### src/verilog/apb_pkg.sv
// APB slave types and register map of the stream buffer.
// Bus structs travel as single ports through the hierarchy.
`default_nettype none

package apb_pkg;

  // request side, driven by the APB master.
  typedef struct packed {
    logic        psel;
    logic        penable;
    logic        pwrite;
    logic [3:0]  paddr;
    logic [31:0] pwdata;
  } apb_req_t;

  // response side, driven by the slave.
  typedef struct packed {
    logic        pready;
    logic        pslverr;
    logic [31:0] prdata;
  } apb_rsp_t;

  localparam logic [3:0] ADDR_DATA    = 4'h0; // write pushes one word.
  localparam logic [3:0] ADDR_STATUS  = 4'h4; // read only.
  localparam logic [3:0] ADDR_CONTROL = 4'h8; // bit 0 set flushes.
  localparam logic [3:0] ADDR_DROPS   = 4'hc; // read only.

endpackage

`default_nettype wire

### src/verilog/stream_pkg.sv
// Payload and status types shared by the FIFO core, the APB port and the egress.
`default_nettype none

package stream_pkg;

  // one buffered word with its sequence tag.
  typedef struct packed {
    logic [31:0] data;
    logic [7:0]  seq;
  } entry_t;

  // The layout matches the STATUS register, so empty sits in bit 17,
  // full in bit 16 and the fill level in bits 15:0.
  typedef struct packed {
    logic        empty;
    logic        full;
    logic [15:0] level;
  } status_t;

  localparam int SEQ_W   = 8;
  localparam int LEVEL_W = 16;

endpackage

`default_nettype wire

### src/verilog/gray_counter.sv
// Gray-coded counter that wraps to zero after the code for MAX_COUNT.
// Clear beats set, set beats up; used for the FIFO write and read pointers.
`timescale 1ns/1ps
`default_nettype none

module gray_counter #(
  parameter int MAX_COUNT = 3,
  parameter int WIDTH     = $clog2(MAX_COUNT + 1)
)(
  input  var logic             i_clk,
  input  var logic             i_rst_n,
  input  var logic             i_clear,
  input  var logic             i_set,
  input  var logic [WIDTH-1:0] i_set_value,
  input  var logic             i_up,
  output var logic [WIDTH-1:0] o_gray_count
);

  // gray code of the last count before the wrap.
  localparam logic [WIDTH-1:0] LAST_CODE = WIDTH'(MAX_COUNT ^ (MAX_COUNT >> 1));

  logic [WIDTH-1:0] count;
  logic [WIDTH-1:0] count_next;

  // Next gray code by parity: with even parity bit 0 flips, otherwise
  // the bit just above the lowest set bit flips.
  function automatic logic [WIDTH-1:0] gray_step(input logic [WIDTH-1:0] code);
    logic [WIDTH-1:0] next;
    logic             found;
    next  = code;
    found = 1'b0;
    if (!(^code)) begin
      next[0] = ~code[0];
    end else begin
      for (int i = 0; i < WIDTH - 1; i++) begin
        if (!found && code[i]) begin
          next[i+1] = ~code[i+1];
          found     = 1'b1;
        end
      end
      if (!found) begin
        next[WIDTH-1] = ~code[WIDTH-1]; // top code of a full range rolls to zero.
      end
    end
    return next;
  endfunction

  always_comb begin
    if (count == LAST_CODE) begin
      count_next = '0;
    end else begin
      count_next = gray_step(count);
    end
  end

  always_ff @(posedge i_clk, negedge i_rst_n) begin
    if (!i_rst_n) begin
      count <= '0;
    end else if (i_clear) begin
      count <= '0;
    end else if (i_set) begin
      count <= i_set_value;
    end else if (i_up) begin
      count <= count_next;
    end
  end

  assign o_gray_count = count;

endmodule

`default_nettype wire

### src/verilog/apb_push_port.sv
// APB slave of the stream buffer. Writes to DATA are tagged and pushed into
// the FIFO core; STATUS, CONTROL and DROPS give software its view and the flush.
`timescale 1ns/1ps
`default_nettype none

module apb_push_port (
  input  var logic                i_clk,
  input  var logic                i_rst_n,
  input  var apb_pkg::apb_req_t   i_apb,
  input  var stream_pkg::status_t i_status,
  output var apb_pkg::apb_rsp_t   o_apb,
  output var logic                o_push,
  output var stream_pkg::entry_t  o_push_entry,
  output var logic                o_clear
);

  logic        access;
  logic        wr_data;
  logic        wr_control;
  logic        push_ok;
  logic        dropped;
  logic        bad_access;
  logic [31:0] rd_value;
  logic [stream_pkg::SEQ_W-1:0] seq;
  logic [15:0] drops;

  // no wait states, so every access phase completes at once.
  assign access     = i_apb.psel & i_apb.penable;
  assign wr_data    = access & i_apb.pwrite & (i_apb.paddr == apb_pkg::ADDR_DATA);
  assign wr_control = access & i_apb.pwrite & (i_apb.paddr == apb_pkg::ADDR_CONTROL);
  assign push_ok    = wr_data & ~i_status.full;
  assign dropped    = wr_data & i_status.full;

  // address decode for reads and for illegal accesses.
  always_comb begin
    rd_value   = '0;
    bad_access = 1'b0;
    case (i_apb.paddr)
      apb_pkg::ADDR_DATA: begin
        bad_access = ~i_apb.pwrite; // the data register is write only.
      end
      apb_pkg::ADDR_STATUS: begin
        rd_value   = 32'(i_status);
        bad_access = i_apb.pwrite;
      end
      apb_pkg::ADDR_CONTROL: begin
        rd_value = '0;
      end
      apb_pkg::ADDR_DROPS: begin
        rd_value   = {16'h0, drops};
        bad_access = i_apb.pwrite;
      end
      default: begin
        bad_access = 1'b1;
      end
    endcase
  end

  assign o_apb.pready  = access;
  assign o_apb.pslverr = access & (bad_access | dropped);
  assign o_apb.prdata  = (access & ~i_apb.pwrite) ? rd_value : '0;

  assign o_push            = wr_data;
  assign o_push_entry.data = i_apb.pwdata;
  assign o_push_entry.seq  = seq;
  assign o_clear           = wr_control & i_apb.pwdata[0];

  // tag counter moves only on accepted pushes.
  always_ff @(posedge i_clk, negedge i_rst_n) begin
    if (!i_rst_n) begin
      seq <= '0;
    end else if (o_clear) begin
      seq <= '0;
    end else if (push_ok) begin
      seq <= seq + 1'b1;
    end
  end

  always_ff @(posedge i_clk, negedge i_rst_n) begin
    if (!i_rst_n) begin
      drops <= '0;
    end else if (o_clear) begin
      drops <= '0;
    end else if (dropped && (drops != 16'hffff)) begin
      drops <= drops + 1'b1; // saturates at the top.
    end
  end

endmodule

`default_nettype wire

### src/verilog/gray_fifo_core.sv
// FIFO storage addressed by gray-coded wrapping pointers that run over twice
// the depth, so full and empty are told apart by the pointer distance.
`timescale 1ns/1ps
`default_nettype none

module gray_fifo_core #(
  parameter int  DEPTH = 5,
  parameter type T     = stream_pkg::entry_t
)(
  input  var logic                i_clk,
  input  var logic                i_rst_n,
  input  var logic                i_push,
  input  var T                    i_push_data,
  input  var logic                i_pop,
  input  var logic                i_clear,
  output var T                    o_head,
  output var stream_pkg::status_t o_status
);

  localparam int              PTR_W  = $clog2(2 * DEPTH);
  localparam int              ADDR_W = $clog2(DEPTH);
  localparam logic [PTR_W:0]  SPAN   = (PTR_W + 1)'(2 * DEPTH);
  localparam logic [PTR_W-1:0] ZERO_CODE = '0;

  T mem [DEPTH];

  logic [PTR_W-1:0]  wr_gray;
  logic [PTR_W-1:0]  rd_gray;
  logic [PTR_W-1:0]  wr_bin;
  logic [PTR_W-1:0]  rd_bin;
  logic [ADDR_W-1:0] wr_addr;
  logic [ADDR_W-1:0] rd_addr;
  logic [PTR_W:0]    level;
  logic              full;
  logic              empty;
  logic              do_push;
  logic              do_pop;

  function automatic logic [PTR_W-1:0] gray_to_bin(input logic [PTR_W-1:0] code);
    logic [PTR_W-1:0] bin;
    bin[PTR_W-1] = code[PTR_W-1];
    for (int i = PTR_W - 2; i >= 0; i--) begin
      bin[i] = bin[i+1] ^ code[i];
    end
    return bin;
  endfunction

  // a pointer below 2*DEPTH maps to its slot by one conditional subtract.
  function automatic logic [ADDR_W-1:0] slot_of(input logic [PTR_W-1:0] ptr);
    logic [PTR_W-1:0] slot;
    slot = (ptr >= PTR_W'(DEPTH)) ? ptr - PTR_W'(DEPTH) : ptr;
    return ADDR_W'(slot);
  endfunction

  assign do_push = i_push & ~full & ~i_clear;
  assign do_pop  = i_pop & ~empty & ~i_clear;

  gray_counter #(
    .MAX_COUNT (2 * DEPTH - 1),
    .WIDTH     (PTR_W)
  ) u_wr_ptr (
    .i_clk        (i_clk),
    .i_rst_n      (i_rst_n),
    .i_clear      (i_clear),
    .i_set        (1'b0),
    .i_set_value  (ZERO_CODE),
    .i_up         (do_push),
    .o_gray_count (wr_gray)
  );

  // After a flush the read pointer reloads the write pointer's cleared code.
  gray_counter #(
    .MAX_COUNT (2 * DEPTH - 1),
    .WIDTH     (PTR_W)
  ) u_rd_ptr (
    .i_clk        (i_clk),
    .i_rst_n      (i_rst_n),
    .i_clear      (1'b0),
    .i_set        (i_clear),
    .i_set_value  (ZERO_CODE),
    .i_up         (do_pop),
    .o_gray_count (rd_gray)
  );

  assign wr_bin  = gray_to_bin(wr_gray);
  assign rd_bin  = gray_to_bin(rd_gray);
  assign wr_addr = slot_of(wr_bin);
  assign rd_addr = slot_of(rd_bin);

  always_comb begin
    if (wr_bin >= rd_bin) begin
      level = {1'b0, wr_bin} - {1'b0, rd_bin};
    end else begin
      level = {1'b0, wr_bin} + SPAN - {1'b0, rd_bin}; // write pointer has wrapped.
    end
  end

  assign full  = (level == (PTR_W + 1)'(DEPTH));
  assign empty = (level == '0);

  always_ff @(posedge i_clk) begin
    if (do_push) begin
      mem[wr_addr] <= i_push_data;
    end
  end

  assign o_head         = mem[rd_addr];
  assign o_status.level = stream_pkg::LEVEL_W'(level);
  assign o_status.full  = full;
  assign o_status.empty = empty;

endmodule

`default_nettype wire

### src/verilog/stream_egress.sv
// One-entry output register between the FIFO core and the valid/ready stream.
// It refills from the core head whenever it is empty or being drained.
`timescale 1ns/1ps
`default_nettype none

module stream_egress #(
  parameter type T = stream_pkg::entry_t
)(
  input  var logic i_clk,
  input  var logic i_rst_n,
  input  var T     i_head,
  input  var logic i_empty,
  input  var logic i_ready,
  output var logic o_pop,
  output var logic o_valid,
  output var T     o_entry
);

  logic valid;
  logic drain;
  T     entry;

  assign drain = valid & i_ready;
  assign o_pop = ~i_empty & (~valid | i_ready);

  always_ff @(posedge i_clk, negedge i_rst_n) begin
    if (!i_rst_n) begin
      valid <= 1'b0;
    end else if (o_pop) begin
      valid <= 1'b1;
    end else if (drain) begin
      valid <= 1'b0;
    end
  end

  // data only moves on a pop, so it holds while stalled.
  always_ff @(posedge i_clk) begin
    if (o_pop) begin
      entry <= i_head;
    end
  end

  assign o_valid = valid;
  assign o_entry = entry;

endmodule

`default_nettype wire

### src/verilog/apb_stream_buffer.sv
// Top of the APB stream buffer: APB push port, gray-pointer FIFO core and
// stream egress register. DEPTH sets the number of FIFO entries.
`timescale 1ns/1ps
`default_nettype none

module apb_stream_buffer #(
  parameter int DEPTH = 5
)(
  input  var logic               i_clk,
  input  var logic               i_rst_n,
  input  var apb_pkg::apb_req_t  i_apb,
  output var apb_pkg::apb_rsp_t  o_apb,
  output var logic               o_valid,
  output var stream_pkg::entry_t o_entry,
  input  var logic               i_ready
);

  logic                push;
  logic                clear;
  logic                pop;
  stream_pkg::entry_t  push_entry;
  stream_pkg::entry_t  head;
  stream_pkg::status_t status;

  apb_push_port u_port (
    .i_clk        (i_clk),
    .i_rst_n      (i_rst_n),
    .i_apb        (i_apb),
    .i_status     (status),
    .o_apb        (o_apb),
    .o_push       (push),
    .o_push_entry (push_entry),
    .o_clear      (clear)
  );

  gray_fifo_core #(
    .DEPTH (DEPTH),
    .T     (stream_pkg::entry_t)
  ) u_core (
    .i_clk       (i_clk),
    .i_rst_n     (i_rst_n),
    .i_push      (push),
    .i_push_data (push_entry),
    .i_pop       (pop),
    .i_clear     (clear),
    .o_head      (head),
    .o_status    (status)
  );

  stream_egress #(
    .T (stream_pkg::entry_t)
  ) u_egress (
    .i_clk   (i_clk),
    .i_rst_n (i_rst_n),
    .i_head  (head),
    .i_empty (status.empty),
    .i_ready (i_ready),
    .o_pop   (pop),
    .o_valid (o_valid),
    .o_entry (o_entry)
  );

endmodule

`default_nettype wire

### config.mk
export PLATFORM = sky130hd
export DESIGN_NAME = apb_stream_buffer
export DESIGN_NICKNAME = d
export VERILOG_FILES = /design/src/verilog/apb_pkg.sv /design/src/verilog/stream_pkg.sv /design/src/verilog/gray_counter.sv /design/src/verilog/apb_push_port.sv /design/src/verilog/gray_fifo_core.sv /design/src/verilog/stream_egress.sv /design/src/verilog/apb_stream_buffer.sv
export SDC_FILE = /design/constraint.sdc
export NUM_CORES = 1
export LEC_CHECK = 0
export ABC_AREA = 1
export BUFFER_PORTS_ARGS = -buffer_cell sky130_fd_sc_hd__buf_2
export CORE_UTILIZATION = 45
export DETAILED_ROUTE_END_ITERATION = 8
export PLACE_DENSITY = 0.66
export SLEW_MARGIN = 30
export SYNTH_ARGS = -nofsm -noshare
export SYNTH_HDL_FRONTEND = slang
export SYNTH_HIERARCHICAL = 1
export SYNTH_SLANG_ARGS = --single-unit
### constraint.sdc
create_clock -name i_clk -period 4.5 [get_ports i_clk]
set_input_delay 1.125 -clock i_clk [delete_from_list [all_inputs] [get_ports i_clk]]
set_output_delay 1.125 -clock i_clk [all_outputs]
set_load 0.01 [all_outputs]
After elaboration in Yosys (flattened, before gate mapping)
Memory sizes are Yosys's and may differ from the RTL's. A register that Yosys moved wholly into a read port is not among the register bits.
Index checks and enable logic that the tools add are counted.
{"block": "op_classes", "addsub": 7, "n_lt_le_gt_ge": 3, "n_eq_ne": 11, "mux": 50, "bitwise_logic": 35, "reduce_logical": 33}
{"op": "18-bit one-hot mux with 2 select lines", "n": 1}
{"op": "1-bit two-way mux", "n": 32}
{"op": "16-bit two-way mux", "n": 2}
{"op": "4-bit two-way mux", "n": 6}
{"op": "18-bit two-way mux", "n": 1}
{"op": "3-bit AND reduction", "n": 6}
{"op": "3-bit nonzero test", "n": 6}
{"op": "16-bit by 1-bit adder with 16-bit output (second input constant)", "n": 1}
{"op": "4-bit == test (second input constant)", "n": 4}
{"op": "8-bit two-way mux", "n": 2}
{"op": "16-bit != test (second input constant)", "n": 1}
{"op": "1-bit AND", "n": 14}
{"op": "1-bit NOT", "n": 13}
{"op": "3-bit two-way mux", "n": 4}
{"op": "2-bit nonzero test", "n": 5}
{"op": "8-bit by 1-bit adder with 8-bit output (second input constant)", "n": 1}
{"op": "4-bit by 3-bit greater-or-equal comparator with 1-bit output (second input constant)", "n": 2}
{"op": "4-bit by 3-bit != test with 1-bit output (second input constant)", "n": 2}
{"op": "4-bit XOR reduction", "n": 2}
{"op": "3-bit by 2-bit != test with 1-bit output (second input constant)", "n": 2}
{"op": "3-bit subtractor (second input constant)", "n": 2}
{"op": "1-bit XOR", "n": 6}
{"op": "4-bit by 4-bit adder with 5-bit output (second input constant)", "n": 1}
{"op": "5-bit by 3-bit == test with 1-bit output (second input constant)", "n": 1}
{"op": "13 further kinds", "n": 22}
{"block": "totals", "regBits": 33, "mem_bits_rw": 200, "in_bits": 42, "output_inout_bits": 75, "word_cells": 151, "n_memories": 1}
{"memory": "u_core.mem", "words": 5, "word_bits": 40, "read_ports": 1, "rd_ports_with_merged_regs": 1, "wr": 1, "line": "gray_fifo_core.sv:25", "source": "T mem [DEPTH];"}

Depth between registers and ports, before layout
{"block": "logic_depth", "ltp_word": 18, "depth_mapped": 32, "mapped_depth_nobuf": 30}

Modules after synthesis
The synthesis kept the hierarchy.
{"module": "gray_fifo_core", "instances": 1, "cells_each": 906, "area_per_inst_um2": 9211.3, "seq_area_each_um2": 6005.8}
{"module": "apb_push_port", "instances": 1, "cells_each": 324, "area_per_inst_um2": 2230.9, "seq_area_each_um2": 600.6}
{"module": "stream_egress", "instances": 1, "cells_each": 45, "area_per_inst_um2": 1246.2, "seq_area_each_um2": 1226.2}
{"module": "gray_counter", "instances": 2, "cells_each": 65, "area_per_inst_um2": 441.7, "seq_area_each_um2": 100.1}

Worst setup path after synthesis
OpenSTA, ideal clock, no wires.
{"block": "synth_path", "path_type": "flip-flop to flip-flop", "startpoint": "register u_core.u_wr_ptr.count[3], in the netlist u_core/u_wr_ptr/o_gray_count[3]", "endpoint": "memory u_core/mem[0][0] in the netlist's numbering, enable pin", "setup_ps": 437, "arrival_time_ps": 4466, "required_ps": 4063, "setup_slack_ps": -404, "path_stages_with_launch": 17, "n_path_buf": 0, "cell_sequence": "dfrtp_1 > inv_1 > ha_1 > xor2_1 > ha_1 > inv_1 > ha_1 > inv_1 > ha_1 > fa_1 > xnor2_1 > nand3_1 > nand3_1 > nor2_1 > nand2_1 > nand2_1 > nor2_1"}
{"block": "synth_between", "elab_chain_cells": 12}
{"item": "start: declaration", "line": "gray_counter.sv:22", "source": "logic [WIDTH-1:0] count;"}
{"item": "start signal: assignment", "line": "gray_counter.sv:62", "source": "count <= i_set_value;"}
{"item": "start signal: assignment", "line": "gray_counter.sv:64", "source": "count <= count_next;"}
{"item": "1-bit XOR (3 in a row)", "line": "gray_fifo_core.sv:43", "source": "bin[i] = bin[i+1] ^ code[i];"}
{"item": "4-bit by 4-bit adder with 5-bit output", "line": "gray_fifo_core.sv:94", "source": "level = {1'b0, wr_bin} + SPAN - {1'b0, rd_bin};"}
{"item": "5-bit by 4-bit subtractor with 5-bit output", "line": "gray_fifo_core.sv:94"}
{"item": "5-bit two-way mux", "line": "gray_fifo_core.sv:91", "source": "if (wr_bin >= rd_bin) begin"}
{"item": "5-bit by 3-bit == test with 1-bit output", "line": "gray_fifo_core.sv:98", "source": "assign full = (level == (PTR_W + 1)'(DEPTH));"}
{"item": "1-bit NOT", "line": "gray_fifo_core.sv:55", "source": "assign do_push = i_push & ~full & ~i_clear;"}
{"item": "1-bit AND (2 in a row)", "line": "gray_fifo_core.sv:55"}
{"item": "1-bit two-way mux", "line": "gray_fifo_core.sv:102", "source": "if (do_push) begin"}
{"item": "1-bit two-way mux (implied by the code)", "line": "gray_fifo_core.sv:103", "source": "mem[wr_addr] <= i_push_data;"}
{"item": "end: declaration", "line": "gray_fifo_core.sv:25"}
Parallel ways exist; a longest one is shown, timed or not.

==> impl_results.md <==
* Status: complete, but fails checks
* Failing checks: setup timing
* P per Cell Area at 786 nW/um^2
* Detailed Routing Iterations Pass 1 at 5
* Commonest non-fill, non-tap cell in the layout: nand2_1
* Core ar. at 29,600 sq um
* Share of layout cells above drive strength 1 at 0.183
* CTS root buf: clkbuf_16
* Commonest cells after routing, fill and taps aside: nand2_1, edfxtp_1, inv_1
* Later-pin clock latency in the skew report at 0.54 ns
* Total GRT Usage at 0.180
* Yosys Warn Count at 6
* DP Cell Count at 1,844
* Sequential area share after synthesis at 0.592
* # IOs at 117
* CTS tree: yes
* Initial Utilization at 0.458
* TritonCTS Buffers at 28
* Initial antenna violation count at 1
* DIE AREA at 30,900 sq um
* Vias in the first global route at 8,879
* Input/output buffers at 102
* Global placement routability congestion at 0.882
* Tightest Pin Transition at 0.852 ns
* Die width at 176 um
* Post-Syn Area at 13,600 sq um
* WP data required at 4.93 ns
* Initial drt markers at 657
* Post-detail-place hpwl at 16,100 um
* CP max-delay cell: fa_2
* Slew margin rel. at 0.431
* Fin nets at 1,576
* Clk sinks at 273
* Vias at 9,250
* Worst path buffer plus inverter count at 17
* H-tree depth at 1
* Worst min path class: flip-flop to flip-flop
* Min Tclk post-route at 4.52 ns
* Clock Skews at 0.0137 ns
* Crit path DAT at 4.95 ns
* First-pass GRT wire length at 44,300 um
* Clock buffer depth at 3
* DP Area at 14,200 sq um
* Peak VDD IR at 0.000790 V
* Non-filler cells, final at 1,921
* Reg-to-reg critical path endpoint: u_port/drops[12]
* Wirelength per Cell at 14.3 um
* Leakage power at 0.00682 uW
* Max incr delay on CP at 0.51 ns
* Clk slew on worst S/H paths at 0.06 ns
* P&R area growth vs syn at 13.7%
* Post-DRT Antenna Nets at 0
* RSZ-0062 raised after global routing: yes
* Final Hold Fails at 0
* Period utilization at 1.01
* Max_cap viols at 0
* Netlist cell types at 42
* Critical path class: flip-flop to flip-flop
* Top FF cell, synth: edfxtp_1
* Worst Setup Start Kind: flip-flop
* Post-Route WL at 27,500 um
* Rows at 63
* Final setup vio count at 2
* Async set-reset flop share out of synthesis at 0.121
* Number of flops mapped to enable cells by yosys at 240
* Number of remaining DRC errors at 0
* Delay-heaviest family, CP: buffers and inverters
* Fin. max-slew vios at 0
* FF-to-FF path depth at 34
* Via density at 4.82
* Total grt overflow at 0
* Hold path start: u_core/mem[4][8]
* Critical Path Most Common Cell: buf_4
* Yosys reg bits at 273
* Worst setup margin at -0.0232 ns
* Post-Syn Instances at 1,405
* Setup WS pre-CTS at 0.314 ns
* FMAX at 221 MHz
* Reg2reg setup slack at -0.02 ns
* Hold endpoint: u_egress/o_entry[8]
* Chip height at 176 um
* Final instance area at 15,400 sq um
* R2R Path Start: u_core/u_rd_ptr/o_gray_count[2]
* Hold depth at 2
* Largest net degree at the start of global routing at 70
* Final Core Density at 0.521
* CP Capture Type: flip-flop
* Avg Inst Size Synth at 9.66 sq um
* Post-cts hold buffer count at 0
* Crit Path Max Fanout at 8
-- how the worst max path moves through the flow --
stage          slack [ns]  cells past startpoint                to                             from
2_1_floorplan       -0.40                     16  u_core/mem[0][0]  u_core/u_wr_ptr/o_gray_count[3]
3_3_place_gp         0.34                     16         o_apb[16]  u_core/u_wr_ptr/o_gray_count[2]
3_5_place_dp         0.31                     21         o_apb[16]  u_core/u_rd_ptr/o_gray_count[3]
4_1_cts             -0.05                     17         o_apb[32]  u_core/u_wr_ptr/o_gray_count[3]
5_1_grt             -0.23                     35  u_port/drops[12]  u_core/u_rd_ptr/o_gray_count[3]
6_report            -0.02                     34  u_port/drops[12]  u_core/u_rd_ptr/o_gray_count[2]
-- cells in the mapped netlist (3+ instances only) --
cell type  number  area share
a21oi_1        21      0.0077
buf_2          18      0.0066
buf_4          62       0.034
buf_6          15       0.012
clkbuf_1       13      0.0036
dfrtp_1        33       0.061
edfxtp_1      240        0.53
ha_1           24       0.022
inv_1         187       0.052
inv_2           5      0.0014
inv_4           3      0.0014
nand2_1       423        0.12
nand2_2        18      0.0083
nand2_4         9      0.0075
nand3_1       114       0.042
nand3b_1        3      0.0017
nand4_1        21      0.0097
nor2_1         80       0.022
nor2_2          4      0.0018
nor2_4          9      0.0075
nor3_1          3      0.0011
o21ai_0        18      0.0066
o21ai_1        42       0.015
xnor2_1        10      0.0065
xor2_1          8      0.0052
-- what timing repair did --
action	4_1_cts	5_1_grt
pin swaps	8	10
buffers inserted	17	7
gates resized for setup	19	18
endpoints found under the hold margin	0	0
setup endpoints to repair	5	8
-- routing by layer --
| metal | global-route usage | share of wire | vias to the layer above |
|---|---|---|---|
| met5 | 0 | 0 | - |
| met4 | 0.0428 | 0.014 | 0 |
| met3 | 0.0292 | 0.063 | 36 |
| met2 | 0.308 | 0.48 | 259 |
| met1 | 0.238 | 0.44 | 4319 |
| li1 | - | - | 4636 |
-- flip-flops by register name, summed over array words and instances (netlist names) --
signal,cells
u_port/seq,8
u_port/drops,16
u_egress/o_entry,40
u_egress/o_valid,1
u_core/mem,200
u_core/u_rd_ptr/o_gray_count,4
u_core/u_wr_ptr/o_gray_count,4
-- worst register-to-register path: cells and delay by family (launching register included) --
family,cells,cell delay (ns)
adder cells (fa/ha/maj),4,1.13
buffers and inverters,17,1.86
flip-flops,1,0.43
AND/OR/NAND/NOR,13,1.00
-- metrics by stage --
stage | TNS [ns] | hold WS [ns] | power, uW
2_1_floorplan | -80.76 | 0.486 | 8170
3_3_place_gp | 0 | 0.501 | 9310
3_5_place_dp | 0 | 0.504 | 9420
4_1_cts | -0.0874 | 0.516 | 11900
5_1_grt | -1.00 | 0.541 | 13100
6_report | -0.0367 | 0.515 | 12100
-- cell type report --
cell class | instances | area [sq um]
diodes | 1 | 2.50
clock buffers | 37 | 807
clock inverters | 15 | 104
fillers | 2639 | 14200
inverters | 197 | 754
multi-input cells | 864 | 4340
flip-flops and latches | 273 | 8030
well taps | 390 | 488
repair buffers | 144 | 901
-- cells by family after synthesis --
group,after synthesis,synth area share
compound gates,90,0.0357
xor+xnor,18,0.0116
fa+ha+maj,26,0.0251
buf+inv,307,0.114
flops,273,0.592
other cells,2,0.000553
simple gates,689,0.222
-- power breakdown --
part           total, uW  internal [uW]  switching, uW
sequential          3400           3280            119
clock               2250           1320            937
combinational       6470           2200           4280
No activity file was read; power rests on OpenSTA's default activity.
